## src/verilog/oflow_cr_pkg.sv

```systemverilog
// conflict resolve shared widths and packed structs for score board, lut and fsm
`default_nettype none

package oflow_cr_pkg;

	// ------------------------------
	// widths
	// ------------------------------
	// object id, zero marks end of frame
	localparam int ID_LEN       = 12;
	// match score, lower is better
	localparam int SCORE_LEN    = 8;
	// score board indices
	localparam int ROW_LEN      = 3;
	localparam int PE_LEN       = 2;
	// lut word address from low id bits
	localparam int LUT_ADDR_LEN = 11;
	// histogram slot, zero means none
	localparam int SLOT_LEN     = 8;

	// ------------------------------
	// structs
	// ------------------------------
	// one candidate cell, 21 bits
	typedef struct packed {
		logic [ID_LEN-1:0]    id;
		logic [SCORE_LEN-1:0] score;
		logic                 fallback;
	} sb_entry_t;

	// external frame load, fallback cleared on write
	typedef struct packed {
		logic                 valid;
		logic [ROW_LEN-1:0]   row;
		logic [PE_LEN-1:0]    pe;
		logic [ID_LEN-1:0]    id;
		logic [SCORE_LEN-1:0] score;
	} sb_load_t;

	// loser marking from the fsm
	typedef struct packed {
		logic               valid;
		logic [ROW_LEN-1:0] row;
		logic [PE_LEN-1:0]  pe;
	} sb_mark_t;

	typedef struct packed {
		logic done;
		logic conflict_th;
	} cr_status_t;

endpackage

`default_nettype wire

```

## src/verilog/oflow_score_board.sv

```systemverilog
// candidate score board with external load, scan read and fallback marking
`timescale 1ns/10ps
`default_nettype none

module oflow_score_board #(
	parameter int ROWS = 4,
	parameter int PES  = 4
) (
	input  logic                              clk,
	input  logic                              reset_N,
	input  oflow_cr_pkg::sb_load_t            load,
	input  logic [oflow_cr_pkg::ROW_LEN-1:0]  sel_row,
	input  logic [oflow_cr_pkg::PE_LEN-1:0]   sel_pe,
	input  logic [oflow_cr_pkg::ROW_LEN-1:0]  rd_row,
	input  logic [oflow_cr_pkg::PE_LEN-1:0]   rd_pe,
	input  oflow_cr_pkg::sb_mark_t            mark,
	output oflow_cr_pkg::sb_entry_t           sel_entry,
	output oflow_cr_pkg::sb_entry_t           rd_entry
);
	import oflow_cr_pkg::*;

	// index widths sized to the real array
	localparam int RW = (ROWS > 1) ? $clog2(ROWS) : 1;
	localparam int PW = (PES > 1) ? $clog2(PES) : 1;

	sb_entry_t cells [ROWS][PES];

	// ------------------------------
	// read ports, no latency
	// ------------------------------
	// fsm scan port
	assign sel_entry = cells[sel_row[RW-1:0]][sel_pe[PW-1:0]];
	// external read-back
	assign rd_entry  = cells[rd_row[RW-1:0]][rd_pe[PW-1:0]];

	// ------------------------------
	// write side
	// ------------------------------
	always_ff @(posedge clk or negedge reset_N) begin
		if (!reset_N) begin
			for (int r = 0; r < ROWS; r++) begin
				for (int p = 0; p < PES; p++) begin
					cells[r][p] <= '0;
				end
			end
		end else begin
			// new candidate, fallback starts clear
			if (load.valid) begin
				cells[load.row[RW-1:0]][load.pe[PW-1:0]] <= '{load.id, load.score, 1'b0};
			end
			// loser from conflict resolve
			if (mark.valid) begin
				cells[mark.row[RW-1:0]][mark.pe[PW-1:0]].fallback <= 1'b1;
			end
		end
	end

	// load while the fsm marks the same cell means a load during a scan
	a_no_load_mark_clash : assert property (@(posedge clk) disable iff (!reset_N)
		(load.valid && mark.valid) |-> !(load.row == mark.row && load.pe == mark.pe));

	a_load_in_range : assert property (@(posedge clk) disable iff (!reset_N)
		load.valid |-> (load.row < ROWS && load.pe < PES));

	a_mark_in_range : assert property (@(posedge clk) disable iff (!reset_N)
		mark.valid |-> (mark.row < ROWS && mark.pe < PES));

endmodule

`default_nettype wire
```

## config.mk

```make
export PLATFORM = sky130hd
export DESIGN_NAME = oflow_score_board
export DESIGN_NICKNAME = d
export VERILOG_FILES = /design/src/verilog/oflow_cr_pkg.sv /design/src/verilog/oflow_score_board.sv
export SDC_FILE = /design/constraint.sdc
export NUM_CORES = 1
export LEC_CHECK = 0
export BUFFER_PORTS_ARGS = -buffer_cell sky130_fd_sc_hd__buf_4
export CAP_MARGIN = 15
export CORE_UTILIZATION = 45
export DETAILED_ROUTE_END_ITERATION = 8
export GPL_TIMING_DRIVEN = 0
export PLACE_DENSITY = 0.67
export SYNTH_ARGS = -nofsm -noshare
export SYNTH_HDL_FRONTEND = slang
export SYNTH_SLANG_ARGS = --single-unit
```

## constraint.sdc

```tcl
create_clock -name clk -period 1.7 [get_ports clk]
set_input_delay 0.34 -clock clk [delete_from_list [all_inputs] [get_ports clk]]
set_output_delay 0.34 -clock clk [all_outputs]
set_load 0.03 [all_outputs]
```

## Word level (Yosys, flattened, before mapping)

Index checks and enable logic that the tools add are counted.

| word-level totals | value |
|---|---|
| word-level logic and storage cells | 96 |
| output and inout bits | 42 |
| bits of input ports | 44 |
| flip-flop bits (word level) | 336 |

| operators by class | value |
|---|---|
| bitwise operators | 8 |
| muxes and demuxes | 24 |
| reductions and logical operators | 4 |
| order comparisons | 12 |

Operator list:

| operator | count |
|---|---|
| 336-bit bitwise mux | 2 |
| 336-bit two-way mux | 2 |
| 84-bit two-way mux | 6 |
| 84-bit binary-select mux with 2-bit select | 2 |
| 84-bit demux with 2-bit select | 2 |
| 21-bit two-way mux | 5 |
| 21-bit binary-select mux with 2-bit select | 2 |
| 21-bit demux with 2-bit select | 2 |
| 3-bit >= comparator, second input constant | 8 |
| 2-bit inverter with 3-bit output | 8 |
| 3-bit by 1-bit < comparator with 1-bit output, second input constant | 4 |
| 1-bit logical AND | 4 |
| 1-bit two-way mux | 1 |

## Logic depth before layout (Yosys ltp)

Gate-level depths: netlist of run 1.

| depth | value |
|---|---|
| depth in word-level cells | 11 |
| mapped depth | 5 |
| gate-level depth less buffers | 3 |

## Least setup slack after synthesis of run 1

Ideal clock, no wire load.

| timing | value |
|---|---|
| path kind | input -> output |
| start | input rd_row[0] in the netlist's numbering |
| end | output rd_entry[10] in the netlist's numbering |
| required time | 1.360 ns |
| path buffers | 2 |
| setup slack | -0.227 ns |
| stages on the path | 5 |
| data arrival time | 1.587 ns |
| cell sequence | buf_4 > buf_4 > mux4_2 > a22oi_1 > nand2_1 |

RTL lines:

| item | RTL line | text |
|---|---|---|
| from (decl) | oflow_score_board.sv:14 | `input logic [oflow_cr_pkg::ROW_LEN-1:0] rd_row,` |
| to (decl) | oflow_score_board.sv:18 | `output oflow_cr_pkg::sb_entry_t rd_entry` |

==> results of run 1 <==
timing repair:
item                                    CTS  global route
endpoints found under the hold margin    47             0
endpoints found under the setup margin   42           142
gates cloned                              0             1
hold buffers                              1             0
resized for setup                        74             8
buffers inserted                          4             0
pin swaps                                50             4
worst max-delay path, stage by stage, from the launching register on:
cell and delay (ns):
dfrtp_1 0.39, mux4_2 0.50, a22oi_2 0.35, nand2_2 0.12
buf_6 0.16
synth_stat cells (all sizes together):
library cell / number / area, µm²
mux2: 320 / 3600
nor2: 9 / 33.8
o21ai: 16 / 80.1
buf: 65 / 373
nor4: 1 / 12.5
and3: 1 / 6.26
nand2b: 4 / 25.0
nor3: 5 / 50.1
o22ai: 3 / 18.8
nand3: 6 / 30.0
a22oi: 84 / 631
mux4: 168 / 3780
nand3b: 4 / 30.0
and2: 2 / 12.5
nand2: 49 / 184
nor3b: 4 / 30.0
dfrtp: 336 / 8410
clkbuf: 41 / 155
a32o: 3 / 30.0
inv: 10 / 37.5
nor2b: 5 / 31.3
cells by family (layout without fill, tap and decap cells):
family / Yosys count / after routing / synth area share [%]
buffers and inverters: 116 / 266 / 3.22
AND/OR/NAND/NOR: 90 / 90 / 2.54
flip-flops: 336 / 336 / 47.9
multiplexers: 488 / 488 / 42.1
AO/OA/AOI/OAI: 106 / 106 / 4.32
where the power goes:
part	switching (mW)	leakage (nW)	internal [mW]
sequential	1.33	4.11	9.87
combinational	3.07	3.90	4.04
clock	3.34	0.605	5.08
total	7.74	8.61	19.0
layout make-up:
class,instances,area [µm²],area share [%]
multi-input cells,684,9050,43.1
flip-flops and latches,336,8410,40.0
clock buffers,59,1110,5.29
repair buffers,85,880,4.19
plain buffers,106,729,3.47
well taps,518,648,3.09
clock inverters,6,134,0.638
inverters,10,37.5,0.179
worst min-delay path by stage:
stage                       start                         end  slack (ns)  depth (start not counted)
after global placement       flop                        flop        0.48                          1
after global routing      mark[2]                   cells[63]        0.09                          3
after floorplan           reset_N  asynchronous set/reset pin        0.04                          0
final                     mark[2]                   cells[63]        0.09                          3
after CTS                 mark[2]                   cells[63]        0.07                          3
after detailed placement  reset_N  asynchronous set/reset pin        0.27                          1
through the flow:
step | utilization, % | std cells
detailed placement | 50.3 | 1733
finish | 54.5 | 1804
global route | 54.5 | 1804
floorplan | - | 1136
CTS | 54.4 | 1803
global placement | 50.1 | 1730
layer usage:
layer  up-vias  part of all wire [%]  track usage (%)
met3       125                   5.7             4.69
met2       404                    50             48.7
met5         -                 0.056                0
met4         4                   3.9             11.7
met1      6220                    40             37.2
li1       4700                     -                -
==> results by stage, run 1 <==
Logic synthesis:
- The yosys synthesis warning count is 0.
- The cell count after synthesis is 1136.
- After synthesis, flip-flops and latches occupy 47.9% of the total area.
- The net count after synthesis is 1180.
- The number of synthesized register bits is 336.
- The mean post-synth cell area is 15.5 µm².
- The netlist uses 26 different library cells.
- Summing every instance area after synthesis gives 0.0176 mm².

Setup path:
- The type of the setup path with the least slack is flop to output port.
- Of all nets on the critical path, the largest fanout is 3.
- STA classifies the critical path endpoint as an output port.
- STA puts the critical path data arrival time at 2.07 ns.
- Counting cells, the worst reg-to-reg path comes to 2.
- The critical path startpoint category is a flop.
- At the worst endpoint, the required time is 1.36 ns.
- In this run the worst setup path terminates at rd_entry[9].
- The slack of the worst reg-to-reg path is 0.78 ns.

Run status:
- The final reports fail on negative setup slack.
- The run finished, with violations left.

Final layout:
- The library cells used most frequently in the layout, excluding fill and tap cells, are dfrtp_1, mux2_2, mux4_2.
- The fraction of layout cells with a size suffix above 1 is 63.5%.
- The number of fill cells is 3149.
- Compared with the post-synthesis result, the final layout area differs by 19.6%.
- The final net count is 1305.
- The final standard cell area without fillers is 0.0210 mm².
- The number of antenna diodes in the final layout is 0.
- The most common cell after layout, fill and taps aside is dfrtp_1.

STA:
- The smallest hold slack is 0.0943 ns.
- The setup skew after layout is 0 ns.
- For the pin with the worst max-slew slack, the measured transition is 1.06 ns.
- The part of the cycle the worst path needs is 142%.
- The final count of hold timing violations is 0.
- The smallest clock period supported by the final layout is computed as 2.41 ns.
- The worst max-slew margin expressed relative to the limit is 29.5%.
- In the final timing run, aggregate negative setup slack is -25.01 ns.
- The number of max-slew violations in the final report is 0.
- Based on the critical path, the design can be clocked at up to 416 MHz.
- Setup repair after global routing could not meet its margin everywhere.
- Setup violations remaining at the end of the flow were counted as 42.
- The worst-case setup margin in the final layout is -0.706 ns.

Run:
- The number of max-capacitance violations reported is 0.

Floorplanning:
- The full die area is 0.0398 mm².
- The die height is 200 µm.
- The placement row count is 72.
- From left edge to right edge, the die measures 200 µm.
- In this run the standard cell core region covers 0.0386 mm².
- The starting utilization of the core area is 45.6%.
- The I/O pin total is 86.

Drt:
- After detailed routing, the number of remaining DRC violations is 0.
- The detail route stage leaves a number of antenna-violating nets equal to 0.
- Summing over every cut layer, the via total after detailed routing is 11453.
- After the first detailed-routing iteration, the DRC count stood at 719.
- The final layout contains routed wiring with a total length of 55000 µm.
- The first-pass iteration count of the detailed router is 4.
- After detailed routing, the number of vias per cell comes to 6.35.
- Dividing the detail-routed wire length by the instance count gives 30.5 µm.

Clocking:
- The cell at the root of the clock tree is clkbuf_16.
- The total clock buffers created by CTS is 38.
- The clock tree from TritonCTS is built.
- Clock-pin slew was measured on the worst setup and hold paths at 0.06 ns.
- In this run the deepest clock path goes through 3 buffers.
- The clock sink total is 336.
- The later pin in the worst-skew pair is clocked with a latency of 0.54 ns.
- The H-tree generated during clock tree synthesis spans 2 levels.

Global routing:
- The first global-routing pass estimated 81300 µm of wire.
- The number of global-route vias before repair is 12366.
- The number of antenna violations at the first check in global routing is 2.
- The maximum number of pins on one net before global-route repair is 101.
- The global route total overflow is 0.
- For this run, the total global-route usage over all layers was measured as 28.9%.

Placement:
- After detailed placement, the total cell area comes to 0.0194 mm².
- The half-perimeter wire length after detailed placement is 36700 µm.
- The weighted congestion at the end of routability-driven global placement is 0.842.
- The count of buffers from port buffering is 76.
- Prior to clock tree synthesis, the placed netlist has a worst setup slack of -0.897 ns.

Hold path:
- The worst hold-check path type is input port to flop.

Power and ir drop:
- The overall power of the completed layout is 26.7 mW.
- In this run the static leakage power is 8.61 nW.
- The worst ir drop on vdd is 0.000880 V.
- The power density over the cells is 1270 mW/mm².
(Power assumes the default switching activity.)
==> run 2, diff against run 1 <==
==> constraint.sdc (replaced) <==
create_clock -name clk -period 2.2 [get_ports clk]
set_input_delay 0.44 -clock clk [delete_from_list [all_inputs] [get_ports clk]]
set_output_delay 0.44 -clock clk [all_outputs]
set_load 0.03 [all_outputs]
==> run 2 against run 1 <==
  * The run still ends with negative setup slack left
  * Sequential power down 23%
  * Worst setup slack improved by 0.42 ns
  * Global-route usage down 0.77 points
  * Clock skew did not move
  * Total power shrank 22%
  * Combinational power down 23%
  * Critical endpoint is now rd_entry[12]
  * Largest cell class unchanged
  * Largest power group unchanged
==> results by stage, run 2 (same netlist as run 1, synthesis figures left out) <==
Run status:
- The flow ran to the end, but the final reports show violations.
- The checks that failed: negative setup slack.

Final layout:
- In the layout the commonest cells are dfrtp_1, mux2_2, mux4_2.
- The most common cell after layout, fill and taps aside is dfrtp_1.
- The final core area utilization was 54.4% (about the same).
- The final standard cell area without fillers is 0.0210 mm² (about the same).
- The number of fill cells is 3230 (+2.6%).
- The count of non-filler cells in the finished layout came to 1808 (+0.22%).
- The antenna diode count is 0 (unchanged).
- The area added between synthesis and finish came to 19.5% (about the same).
- The fraction of layout cells with a size suffix above 1 is 63.2% (-0.27 points).
- The final net count is 1304 (-0.077%).

Drt:
- The first-pass iteration count of the detailed router is 5 (+1).
- The count of nets left with antenna violations after detail routing is 0 (unchanged).
- The residual DRC count came to 0 (unchanged).
- The final wirelength is 53400 µm (-2.9%).
- The number of vias per cell came to 6.36 (+0.13%).
- The violation count after the first detailed-route iteration is 847 (+18%).
- The wire length per cell came to 29.5 µm (-3.2%).
- The via total after detailed routing is 11493 (+0.35%).

STA:
- The worst-case setup margin in the final layout is -0.289 ns (+0.417 ns).
- The setup skew after layout is 0 ns (unchanged).
- The worst max-slew margin expressed relative to the limit is 45.0% (+15 points).
- The final count of hold timing violations is 0 (unchanged).
- The count of endpoints failing setup in the final report is 42 (unchanged).
- The worst path in the final design needs a cycle of 2.49 ns, including I/O delays and setup.
- The number of max-slew violations in the final report is 0 (unchanged).
- Based on the critical path, the design can be clocked at up to 402 MHz.
- Setup repair after global routing could not meet its margin everywhere.
- The slew of the pin with the lowest slew margin is 0.825 ns (-0.232 ns).
- The worst path uses 113% of the clock period.
- The smallest hold slack is 0.202 ns (+0.107 ns).

Clocking:
- The clock network latency to the later pin of the worst-skew pair came to 0.53 ns (about the same).
- The total clock buffers created by CTS is 38 (unchanged).
- The tree is rooted in a clkbuf_16.
- The clock-pin transition on the worst setup and hold timing paths is 0.06 ns (about the same).
- The depth of the CTS H-tree came to 2 (unchanged).
- The clock sink total is 336 (unchanged).
- TritonCTS built the clock tree.
- The deepest clock path buffer count is 3 (unchanged).

Global routing:
- The number of antenna violations at the first check in global routing is 1 (-1).
- The fraction of met3 tracks used by global routing is 5.15% (+0.46 points).
- The maximum number of pins on one net before global-route repair is 122 (+21%).
- The global routing met1 resource utilization is 37.0% (-0.20 points).
- The wire length of the first global-routing pass is 79700 µm (-1.9%).
- The routing usage on met2 was 44.2% (-4.5 points).
- The most congested layer reported by global routing is met2.
- The total routing usage reported by global routing is 28.1% (-0.77 points).
- The global route total overflow was 0 (unchanged).
- The number of global-route vias before repair is 12380 (+0.11%).

Setup path:
- The kind of end point of the critical path is an output port.
- The maximum fanout count along the critical path is 3 (unchanged).
- The length in cells of the worst reg-to-reg path was 2 (unchanged).
- The worst path arrival time is 2.05 ns (-0.02 ns).
- The worst setup path is of the flop to output port kind.
- The slack of the worst reg-to-reg path is 1.31 ns (+0.53 ns).
- STA classifies the critical path startpoint as a flop.
- The required time at the worst-slack endpoint is 1.76 ns (+0.40 ns).

Power and ir drop:
- The cell leakage power came to 8.68 nW (+0.74%).
- The power density over the cells is 995 mW/mm² (-22%).
- The overall power of the completed layout was 20.9 mW (-22%).
- The worst ir drop on vdd is 0.000801 V (-8.9%).

Hold path:
- The worst hold-check path type is input port to flop.
- The startpoint identified for the worst hold timing path is mark[3].
- For hold timing, the worst endpoint is cells[147].
- The depth of the worst hold-timing path came to 2 (-1).

Floorplanning:
- The die height is 200 µm (unchanged).
- The I/O pin total is 86 (unchanged).
- The area inside the core boundary is 0.0386 mm² (unchanged).
- The starting utilization of the core area is 45.6% (unchanged).
- The placement row count is 72 (unchanged).
- The x dimension of the die came to 200 µm (unchanged).
- The full die area came to 0.0398 mm² (unchanged).

Placement:
- The count of buffers from port buffering is 76 (unchanged).
- The total placed cells including tap cells is 1733 (unchanged).
- The half-perimeter wire length after detailed placement was 35900 µm (-2.2%).
- The cell area after placement came to 0.0189 mm² (-2.8%).
- The weighted congestion at the end of routability-driven global placement is 0.899 (+6.8%).

Run:
- The number of max-capacitance violations reported is 0 (unchanged).
[run 2: worst max-delay path, stage by stage (launching register included)]
cell     delay, ns
dfrtp_1       0.39
mux4_2        0.50
a22oi_2       0.34
nand2_2       0.13
buf_6         0.16
[run 2: how the worst max path moves through the flow]
stage                                            end  cells past startpoint
final                                   rd_entry[12]                      4
after global routing                   sel_entry[12]                      4
after CTS                               sel_entry[9]                      4
after detailed placement                sel_entry[6]                      6
after global placement    asynchronous set/reset pin                      1
after floorplan                         rd_entry[10]                      5
[run 2: per-layer routing]
layer,share of wire [%],up-vias
met2,48,494
li1,-,4689
met3,6.9,157
met5,0.024,-
met1,40,6151
met4,5.3,2
[run 2: cell type report]
cell class                 instances  area [µm²]  area share, %
buffer                           106         703           3.35
timing repair buffer              84         858           4.09
inverter                          10        37.5          0.179
tap                              518         648           3.09
clock buffer                      57        1210           5.75
clock inverter                    13         146          0.697
sequential                       336        8410           40.1
multi-input combinational        684        8980           42.8
[run 2: through the flow]
stage          setup WS [ns]  TNS, ns
2_1_floorplan         0.0729        0
3_3_place_gp           -2.50  -858.10
3_5_place_dp           -1.01   -29.93
4_1_cts               -0.284    -7.69
5_1_grt               -0.305    -9.05
6_report              -0.289    -7.38
[run 2: power by group]
part           internal, mW  switching (mW)
Combinational          3.09            2.34
Clock                  4.15            2.65
Sequential             7.63            1.02
Total                  14.9            6.01
[run 2: timing repair]
item,4_1_cts,5_1_grt
pin swaps,77,14
gates resized for setup,197,15
buffers inserted,3,1
endpoints found under the hold margin,19,0
endpoints found under the setup margin,42,42
hold buffers,1,0
