### config.mk
export PLATFORM = sky130hd
export DESIGN_NAME = oflow_conflict_resolve_fsm
export DESIGN_NICKNAME = d
export VERILOG_FILES = /design/src/verilog/oflow_cr_pkg.sv /design/src/verilog/oflow_conflict_resolve_fsm.sv
export SDC_FILE = /design/constraint.sdc
export NUM_CORES = 1
export LEC_CHECK = 0
export BUFFER_PORTS_ARGS = -buffer_cell sky130_fd_sc_hd__buf_2
export CORE_MARGIN = 1
export CORE_UTILIZATION = 40
export CTS_CLUSTER_SIZE = 28
export DETAILED_ROUTE_END_ITERATION = 6
export PLACE_DENSITY = 0.56
export SYNTH_ARGS = -nofsm -noshare
export SYNTH_HDL_FRONTEND = slang
export SYNTH_SLANG_ARGS = --single-unit
### constraint.sdc
create_clock -name clk -period 12.25 [get_ports clk]
set_input_delay 2.45 -clock clk [delete_from_list [all_inputs] [get_ports clk]]
set_output_delay 2.45 -clock clk [all_outputs]
set_load 0.02 [all_outputs]
### src/verilog/oflow_cr_pkg.sv
// conflict resolve shared widths and packed structs for score board, lut and fsm
`default_nettype none

package oflow_cr_pkg;

	// ------------------------------
	// widths
	// ------------------------------
	// object id, zero marks end of frame
	localparam int ID_LEN       = 12;
	// match score, lower is better
	localparam int SCORE_LEN    = 8;
	// score board indices
	localparam int ROW_LEN      = 3;
	localparam int PE_LEN       = 2;
	// lut word address from low id bits
	localparam int LUT_ADDR_LEN = 11;
	// histogram slot, zero means none
	localparam int SLOT_LEN     = 8;

	// ------------------------------
	// structs
	// ------------------------------
	// one candidate cell, 21 bits
	typedef struct packed {
		logic [ID_LEN-1:0]    id;
		logic [SCORE_LEN-1:0] score;
		logic                 fallback;
	} sb_entry_t;

	// external frame load, fallback cleared on write
	typedef struct packed {
		logic                 valid;
		logic [ROW_LEN-1:0]   row;
		logic [PE_LEN-1:0]    pe;
		logic [ID_LEN-1:0]    id;
		logic [SCORE_LEN-1:0] score;
	} sb_load_t;

	// loser marking from the fsm
	typedef struct packed {
		logic               valid;
		logic [ROW_LEN-1:0] row;
		logic [PE_LEN-1:0]  pe;
	} sb_mark_t;

	typedef struct packed {
		logic done;
		logic conflict_th;
	} cr_status_t;

endpackage

`default_nettype wire

### src/verilog/oflow_conflict_resolve_fsm.sv
// conflict resolve scan fsm with per-slot histogram and loser marking
`timescale 1ns/10ps
`default_nettype none

module oflow_conflict_resolve_fsm #(
	parameter int ROWS             = 4,
	parameter int PES              = 4,
	parameter int MAX_BBOXES       = 32,
	parameter int MAX_CONFLICTS_TH = 3
) (
	input  logic                              clk,
	input  logic                              reset_N,
	input  logic                              start,
	input  oflow_cr_pkg::sb_entry_t           sel_entry,
	input  logic [oflow_cr_pkg::SLOT_LEN-1:0] lut_slot,
	input  logic                              lut_seen,
	output oflow_cr_pkg::cr_status_t          status,
	output logic [oflow_cr_pkg::ROW_LEN-1:0]  sel_row,
	output logic [oflow_cr_pkg::PE_LEN-1:0]   sel_pe,
	output oflow_cr_pkg::sb_mark_t            mark,
	output logic [oflow_cr_pkg::ID_LEN-1:0]   lut_id,
	output logic                              lut_we,
	output logic [oflow_cr_pkg::SLOT_LEN-1:0] lut_new_slot,
	output logic                              lut_clear
);
	import oflow_cr_pkg::*;

	// histogram index and occurrence counter widths
	localparam int HW      = (MAX_BBOXES > 1) ? $clog2(MAX_BBOXES) : 1;
	localparam int CNT_LEN = $clog2(MAX_CONFLICTS_TH + 2);

	typedef enum logic [1:0] {
		idle_st,
		row_st,
		lookup_st,
		hist_st
	} state_t;

	state_t state;
	state_t next_state;

	// scan position, row counter one bit wider to reach ROWS
	logic [ROW_LEN:0]    row_cnt;
	logic [PE_LEN-1:0]   pe_cnt;
	logic [SLOT_LEN-1:0] distinct_cnt;
	logic [SLOT_LEN-1:0] new_slot;

	// candidate under test
	logic [PE_LEN-1:0]    cur_pe;
	logic [SCORE_LEN-1:0] cur_score;
	logic [SLOT_LEN-1:0]  cur_slot;
	logic [HW-1:0]        hidx;

	// histogram per slot
	logic [CNT_LEN-1:0]   hist_cnt [MAX_BBOXES];
	logic [SCORE_LEN-1:0] hist_min [MAX_BBOXES];
	logic [ROW_LEN-1:0]   hist_row [MAX_BBOXES];
	logic [PE_LEN-1:0]    hist_pe  [MAX_BBOXES];

	logic [CNT_LEN-1:0] old_cnt;
	logic               hist_upd;

	assign sel_row      = row_cnt[ROW_LEN-1:0];
	assign sel_pe       = pe_cnt;
	assign lut_id       = sel_entry.id;
	// slots start at 1
	assign new_slot     = distinct_cnt + 1'b1;
	assign lut_new_slot = new_slot;
	assign hidx         = HW'(cur_slot - 1'b1);
	assign old_cnt      = hist_cnt[hidx];

	// ------------------------------
	// next state and pulses
	// ------------------------------
	always_comb begin
		next_state = state;
		status     = '0;
		mark       = '{1'b0, row_cnt[ROW_LEN-1:0], cur_pe};
		lut_we     = 1'b0;
		lut_clear  = 1'b0;
		hist_upd   = 1'b0;
		case (state)
			idle_st: begin
				if (start) begin
					lut_clear  = 1'b1;
					next_state = row_st;
				end
			end
			row_st: begin
				// all rows visited
				if (row_cnt == (ROW_LEN + 1)'(ROWS)) begin
					status.done = 1'b1;
					next_state  = idle_st;
				end else begin
					next_state = lookup_st;
				end
			end
			lookup_st: begin
				// id zero ends the frame
				if (sel_entry.id == '0) begin
					status.done = 1'b1;
					next_state  = idle_st;
				end else begin
					lut_we     = !lut_seen;
					next_state = hist_st;
				end
			end
			hist_st: begin
				if (old_cnt != '0) begin
					mark.valid = 1'b1;
					// new one wins, previous best loses
					if (cur_score < hist_min[hidx]) begin
						mark.row = hist_row[hidx];
						mark.pe  = hist_pe[hidx];
						hist_upd = 1'b1;
					end
				end else begin
					hist_upd = 1'b1;
				end
				if (old_cnt >= CNT_LEN'(MAX_CONFLICTS_TH)) begin
					status.done        = 1'b1;
					status.conflict_th = 1'b1;
					next_state         = idle_st;
				end else if (cur_pe == PE_LEN'(PES - 1)) begin
					next_state = row_st;
				end else begin
					next_state = lookup_st;
				end
			end
			default: next_state = idle_st;
		endcase
	end

	// ------------------------------
	// control registers
	// ------------------------------
	always_ff @(posedge clk or negedge reset_N) begin
		if (!reset_N) begin
			state        <= idle_st;
			row_cnt      <= '0;
			pe_cnt       <= '0;
			distinct_cnt <= '0;
		end else begin
			state <= next_state;
			if (state == idle_st && start) begin
				row_cnt      <= '0;
				distinct_cnt <= '0;
			end
			// each row scan begins at pe 0
			if (state == row_st) begin
				pe_cnt <= '0;
			end
			if (state == lookup_st && next_state == hist_st) begin
				pe_cnt <= pe_cnt + 1'b1;
				if (!lut_seen) begin
					distinct_cnt <= new_slot;
				end
			end
			if (state == hist_st && next_state == row_st) begin
				row_cnt <= row_cnt + 1'b1;
			end
		end
	end

	// registered candidate, new ids take the next free slot
	always_ff @(posedge clk) begin
		if (state == lookup_st) begin
			cur_pe    <= pe_cnt;
			cur_score <= sel_entry.score;
			cur_slot  <= lut_seen ? lut_slot : new_slot;
		end
	end

	// occurrence counts, cleared per frame
	always_ff @(posedge clk or negedge reset_N) begin
		if (!reset_N) begin
			for (int i = 0; i < MAX_BBOXES; i++) begin
				hist_cnt[i] <= '0;
			end
		end else if (state == idle_st && start) begin
			for (int i = 0; i < MAX_BBOXES; i++) begin
				hist_cnt[i] <= '0;
			end
		end else if (state == hist_st) begin
			hist_cnt[hidx] <= old_cnt + 1'b1;
		end
	end

	// best score so far and where it sits
	always_ff @(posedge clk) begin
		if (hist_upd) begin
			hist_min[hidx] <= cur_score;
			hist_row[hidx] <= row_cnt[ROW_LEN-1:0];
			hist_pe[hidx]  <= cur_pe;
		end
	end

	a_slot_in_range : assert property (@(posedge clk) disable iff (!reset_N)
		lut_we |-> (lut_new_slot <= SLOT_LEN'(MAX_BBOXES)));

endmodule

`default_nettype wire

# After elaboration in Yosys (flattened, before gate mapping)
# Memories as Yosys holds them, arrays and structs flattened.
# Cells that the tools add are included.
[op_classes] eq_ne=7 bitwise=1 order_cmp=4 addsub=5 mux=39 reduce_logical=11
[ops] cell="two-way mux 96 bit" count=2
[ops] cell="bitwise mux 96 bit" count=1
[ops] cell="two-way mux 8 bit" count=3
[ops] cell="two-way mux 2 bit" count=8
[ops] cell="binary-select mux 3 bit (select 5 bit)" count=1
[ops] cell="demux 3 bit (select 5 bit)" count=1
[ops] cell="zero test 12 bit" count=1
[ops] cell="two-way mux 1 bit" count=12
[ops] cell="two-way mux 6 bit" count=2
[ops] cell="two-way mux 5 bit" count=2
[ops] cell="two-way mux 3 bit" count=3
[ops] cell="adder 8 x 1 -> 8 bit (second input constant)" count=1
[ops] cell="== test 2 bit (second input constant)" count=4
[ops] cell="less-than comparator 8 bit" count=1
[ops] cell="two-way mux 4 bit" count=2
[ops] cell="one-hot mux 2 bit (4 select lines)" count=1
[ops] cell=">= comparator 6 bit (second input constant)" count=1
[ops] cell="less-than comparator 6 x 1 -> 1 bit (second input constant)" count=1
[ops] cell="inverter 5 -> 6 bit" count=1
[ops] cell="nonzero test 2 bit" count=3
[ops] cell="subtractor 5 x 1 -> 5 bit (second input constant)" count=1
[ops] cell="adder 4 x 1 -> 4 bit (second input constant)" count=1
[ops] cell="== test 2 x 1 -> 1 bit (second input constant)" count=2
[ops] cell="== test 4 x 3 -> 1 bit (second input constant)" count=1
[ops] cell="8 further kinds" count=11
[word_totals] word_cells=109 memories=3 input_bits=33 mem_bits_rw=416 reg_bits=127 output_inout_bits=35
[memory_table] memory="hist_min" words=32 width=8 rd=1 rd_clocked_by_memory_dff=0 wr=1 line_no="oflow_conflict_resolve_fsm.sv:56" rtl="logic [SCORE_LEN-1:0] hist_min [MAX_BBOXES];"
[memory_table] memory="hist_row" words=32 width=3 rd=1 rd_clocked_by_memory_dff=0 wr=1 line_no="oflow_conflict_resolve_fsm.sv:57" rtl="logic [ROW_LEN-1:0] hist_row [MAX_BBOXES];"
[memory_table] memory="hist_pe" words=32 width=2 rd=1 rd_clocked_by_memory_dff=0 wr=1 line_no="oflow_conflict_resolve_fsm.sv:58" rtl="logic [PE_LEN-1:0] hist_pe [MAX_BBOXES];"

# Depth between registers and ports, before layout
[depth] depth_word=11 depth_mapped=25 ltp_nobuf=16

# Worst setup path before layout
# No wires, ideal clock.
[synth_timing] path_type="reg-to-output" start="reg cur_slot[0]" end="out mark[0] in the netlist's numbering" n_path_buf=11 t_arrival_ps=6066 required_time_ps=9800 path_stages_with_launch=24 setup_slack_ps=3734 cell_sequence="edfxtp_1 -> buf_6 -> buf_4 -> buf_4 -> buf_4 -> buf_2 -> buf_2 -> inv_1 -> ha_1 -> buf_2 -> buf_2 -> buf_2 -> clkbuf_1 -> clkbuf_1 -> mux4_2 -> a22oi_1 -> nand3_1 -> a211oi_1 -> ha_1 -> a21o_1 -> a21o_1 -> a211o_1 -> a2111oi_4 -> mux2_2"
[synth_lines] item="from (decl)" line_no="oflow_conflict_resolve_fsm.sv:51" rtl="logic [SLOT_LEN-1:0] cur_slot;"
[synth_lines] item="from (signal assigned)" line_no="oflow_conflict_resolve_fsm.sv:170" rtl="cur_slot <= lut_seen ? lut_slot : new_slot;"
[synth_lines] item="to (decl)" line_no="oflow_conflict_resolve_fsm.sv:20" rtl="output oflow_cr_pkg::sb_mark_t mark,"

==> out/summary.json <==
{
  "grt_first_pass_wirelength": {"value": 78900, "unit": "um"},
  "final_cell_count_no_fill": {"value": 2227},
  "worst_r2r_startpoint": {"value": "cur_slot[0]"},
  "timing.critical_path.fanout_max": {"value": 40},
  "synth_warnings": {"value": 0},
  "r2r-end": {"value": "hist_pe[5][0]"},
  "grt.total_usage": {"value": 18.5, "unit": "%"},
  "die_w": {"value": 240, "unit": "um"},
  "first_iter_violations": {"value": 889},
  "clock-skew-final": {"value": 0.0176, "unit": "ns"},
  "grt_max_degree": {"value": 97},
  "yosys.area.top_type_share": {"value": 57.1, "unit": "%"},
  "synth_compound_area_share": {"value": 6.59, "unit": "%"},
  "crit_buf_inv": {"value": 5},
  "synth_area_in_xor_xnor": {"value": 0.271, "unit": "%"},
  "synth_commonest_cells": {"value": "sky130_fd_sc_hd__edfxtp_1, sky130_fd_sc_hd__nor2_1, sky130_fd_sc_hd__mux4_2"},
  "vias_per_cell": {"value": 5.52},
  "postSynthCellCount": {"value": 1366},
  "worst-endpoint-arrival": {"value": 6.68, "unit": "ns"},
  "achievable_frequency": {"value": 110, "unit": "MHz"},
  "globalRouteMet2Util": {"value": 29.4, "unit": "%"},
  "cellLeakagePower": {"value": 8.87, "unit": "nW"},
  "synth_area": {"value": 0.0227, "unit": "mm2"},
  "routedWlPerCell": {"value": 23.3, "unit": "um"},
  "setup_repair_after_global_routing_missed_its_margin": {"value": "no"},
  "largest_family_of_logic_cells_by_synthesized_area": {"value": "multiplexers"},
  "ranking_of_synthesized_cells_by_area": {"value": "sky130_fd_sc_hd__edfxtp_1, sky130_fd_sc_hd__mux4_2, sky130_fd_sc_hd__dfrtp_1, sky130_fd_sc_hd__nor2_1, sky130_fd_sc_hd__a211oi_1"},
  "crit_path_end_kind": {"value": "primary output"},
  "share_of_the_yosys_chip_area_belonging_to_registers": {"value": 69.5, "unit": "%"},
  "syn_area_per_cell": {"value": 16.6, "unit": "um2"},
  "cts.repair_timing.setup_buffer_count": {"value": 0},
  "path_class": {"value": "reg -> out"},
  "gp_routability_congestion": {"value": 0.747},
  "cp-startpoint": {"value": "cur_slot[0]"},
  "critical_path_required": {"value": 9.80, "unit": "ns"},
  "finalMaxSlewViolations": {"value": 0},
  "cpMaxStageDelayCell": {"value": "sky130_fd_sc_hd__ha_4"},
  "fin_crit_sh": {"value": 74.5, "unit": "%"},
  "fin_crit": {"value": 9.13, "unit": "ns"},
  "most_numerous_cell_in_the_yosys_netlist": {"value": "sky130_fd_sc_hd__edfxtp_1"},
  "max-cap-violations": {"value": 0},
  "worstSetupStartpointType": {"value": "register"},
  "maximum_resistive_drop_on_vdd": {"value": 0.183, "unit": "mV"},
  "register_area": {"value": 0.0157, "unit": "mm2"},
  "synthDominantAreaCellType": {"value": "sky130_fd_sc_hd__edfxtp_1"},
  "site_row_count": {"value": 86},
  "synth_mux_area_share": {"value": 14.1, "unit": "%"},
  "met1_usage": {"value": 26.4, "unit": "%"},
  "min_delay_worst_endpoint": {"value": "hist_cnt[46]"},
  "globalRouteMet3Util": {"value": 2.42, "unit": "%"},
  "pre_cts_ws": {"value": 3.66, "unit": "ns"},
  "critical_path.most_common_cell": {"value": "sky130_fd_sc_hd__buf_4"},
  "insertion_delay": {"value": 0.61, "unit": "ns"},
  "drt_pass1_iterations": {"value": 5},
  "postCtsHoldBufs": {"value": 0},
  "final_hold_viol_count": {"value": 0},
  "holdCritPathClass": {"value": "reg -> reg"},
  "design.core.area": {"value": 0.0555, "unit": "mm2"},
  "synth_fa_ha_area_share": {"value": 0.994, "unit": "%"},
  "worst_min_delay_path_startpoint": {"value": "hist_cnt[46]"},
  "maxSlewHeadroom": {"value": 18.6, "unit": "%"},
  "layout.filler_cells": {"value": 4864},
  "cts_tree": {"value": "built"},
  "place.detailed.instances": {"value": 2131},
  "initial_antenna_violation_count": {"value": 0},
  "tns": {"value": 0, "unit": "ns"},
  "timing.final.setup_violations": {"value": 0},
  "synthesis.nets": {"value": 1417},
  "numCtsBuffers": {"value": 54},
  "die-height": {"value": 240, "unit": "um"},
  "synth_edf_count": {"value": 431},
  "postCtsResizedCells": {"value": 0},
  "insertedDiodeCount": {"value": 0},
  "cts-root-to-sink-buffers": {"value": 3},
  "cts.sinks": {"value": 543},
  "post_layout_power": {"value": 6.03, "unit": "mW"},
  "netlist_cell_types": {"value": 61},
  "synth_simple_gate_area_share": {"value": 5.87, "unit": "%"},
  "multiInputGateArea": {"value": 0.00649, "unit": "mm2"},
  "drt_drc_violations_left": {"value": 0},
  "synth_top_flop_cell": {"value": "sky130_fd_sc_hd__edfxtp_1"},
  "layout_cells_sized_above_1": {"value": 24.9, "unit": "%"},
  "ff2ff_setup_slack": {"value": 5.72, "unit": "ns"},
  "dpl.hpwl": {"value": 31100, "unit": "um"},
  "worst_setup_hold_path_clk_slew": {"value": 0.06, "unit": "ns"},
  "yosys_register_bits": {"value": 543},
  "depth_of_the_cts_h_tree": {"value": 2},
  "number_of_global_route_vias_before_repair": {"value": 12450},
  "worstPathCellList": {"value": "buf_4 > inv_1 > ha_4 > buf_4 > buf_4 > mux4_2 > a22o_1 > a211oi_1 > ha_1 > a21o_1 > a211o_1 > a2111oi_4 > mux2_2 > buf_2"},
  "number_of_buffers_added_on_ports": {"value": 63},
  "vias": {"value": 12286},
  "routed_wirelength": {"value": 51900, "unit": "um"},
  "nNetsFinal": {"value": 1490},
  "status": {"value": "completed"},
  "grt-busiest-layer": {"value": "met2"},
  "r2r_cells": {"value": 14},
  "worst-slew-pin-transition": {"value": 1.22, "unit": "ns"},
  "clock-root-buffer": {"value": "sky130_fd_sc_hd__clkbuf_16"},
  "final.setup.worst_slack": {"value": 3.12, "unit": "ns"},
  "async_set_or_reset_flop_fraction_in_the_synthesized_netlist": {"value": 20.6, "unit": "%"},
  "hold_depth": {"value": 2},
  "floorplan.initialDensity": {"value": 40.8, "unit": "%"},
  "die-area": {"value": 0.0576, "unit": "mm2"},
  "io_pins": {"value": 68},
  "power_density": {"value": 235, "unit": "mW/mm2"},
  "grt_overflow": {"value": 0},
  "area_added_between_synthesis_and_finish": {"value": 13.3, "unit": "%"},
  "final_antenna_net_count": {"value": 0},
  "critical-path-top-delay-family": {"value": "buffers and inverters"},
  "slowest_stage_delay_on_critical_path": {"value": 0.66, "unit": "ns"}
}
## sequential cells by signal (all words and copies together), names as in the netlist
register / flops
cur_pe: 2
cur_score: 8
cur_slot: 5
distinct_cnt: 8
hist_cnt: 96
hist_min: 256
hist_pe: 64
hist_row: 96
row_cnt: 4
sel_pe: 2
state: 2
## worst max-delay path by stage
stage | slack, ns | end | cells after the start
floorplan | 3.73 | mark[0] | 23
global placement | 3.67 | mark[1] | 14
detailed placement | 3.66 | mark[1] | 14
CTS | 3.00 | mark[1] | 14
global route | 2.85 | mark[1] | 15
finish | 3.12 | mark[1] | 14
## layout make-up
| type | count | area share [%] |
|---|---|---|
| clock inverters | 24 | 0.629 |
| well taps | 748 | 3.65 |
| clock buffers | 72 | 5.78 |
| multi-input cells | 694 | 25.3 |
| inverters | 28 | 0.409 |
| repair buffers | 118 | 2.90 |
| flip-flops and latches | 543 | 61.3 |
## cell families after synthesis
group / after synthesis
AND/OR/NAND/NOR: 295
buffers and inverters: 129
XOR/XNOR: 7
flip-flops: 543
multiplexers: 158
adder cells (fa/ha/maj): 18
AO/OA/AOI/OAI: 216
## tightest hold or removal path, cell delays in order, from the launching register on
cell	delay [ns]
sky130_fd_sc_hd__dfrtp_1	0.34
sky130_fd_sc_hd__mux2i_1	0.06
sky130_fd_sc_hd__nor2_1	0.08
## power by group
part           internal [mW]  leakage [nW]  switching [mW]
Clock                  0.869         0.811           0.689
Sequential              2.28          5.44           0.133
Combinational          0.739          2.62            1.32
## cells in the final DEF (no fill, tap or decap), types with 29 or more instances in the layout
cell | netlist | layout
sky130_fd_sc_hd__o21ai_0 | 36 | 36
sky130_fd_sc_hd__dfrtp_1 | 112 | 112
sky130_fd_sc_hd__mux4_2 | 128 | 128
sky130_fd_sc_hd__edfxtp_1 | 431 | 431
sky130_fd_sc_hd__buf_2 | 24 | 62
sky130_fd_sc_hd__a211oi_1 | 65 | 65
sky130_fd_sc_hd__nand2_1 | 60 | 60
sky130_fd_sc_hd__clkbuf_16 | 0 | 55
sky130_fd_sc_hd__a21oi_1 | 35 | 34
sky130_fd_sc_hd__nand3_1 | 29 | 29
sky130_fd_sc_hd__nor2_1 | 131 | 129
sky130_fd_sc_hd__buf_4 | 20 | 55
## through the flow
step	util, %	hold slack, ns	area, um2
after floorplan	-	0.472	22700
after global placement	43.3	0.492	24000
after detailed placement	43.3	0.500	24000
after CTS	46.2	0.514	25700
after global routing	46.2	0.546	25700
final	46.2	0.516	25700
## per-layer routing
| layer | wire length, um | vias to the layer above |
|---|---|---|
| met1 | 23700 | 6384 |
| li1 | - | 5520 |
| met5 | 0 | - |
| met3 | 2390 | 76 |
| met2 | 24500 | 306 |
| met4 | 1310 | 0 |
No activity file was read; power rests on OpenSTA's default activity.
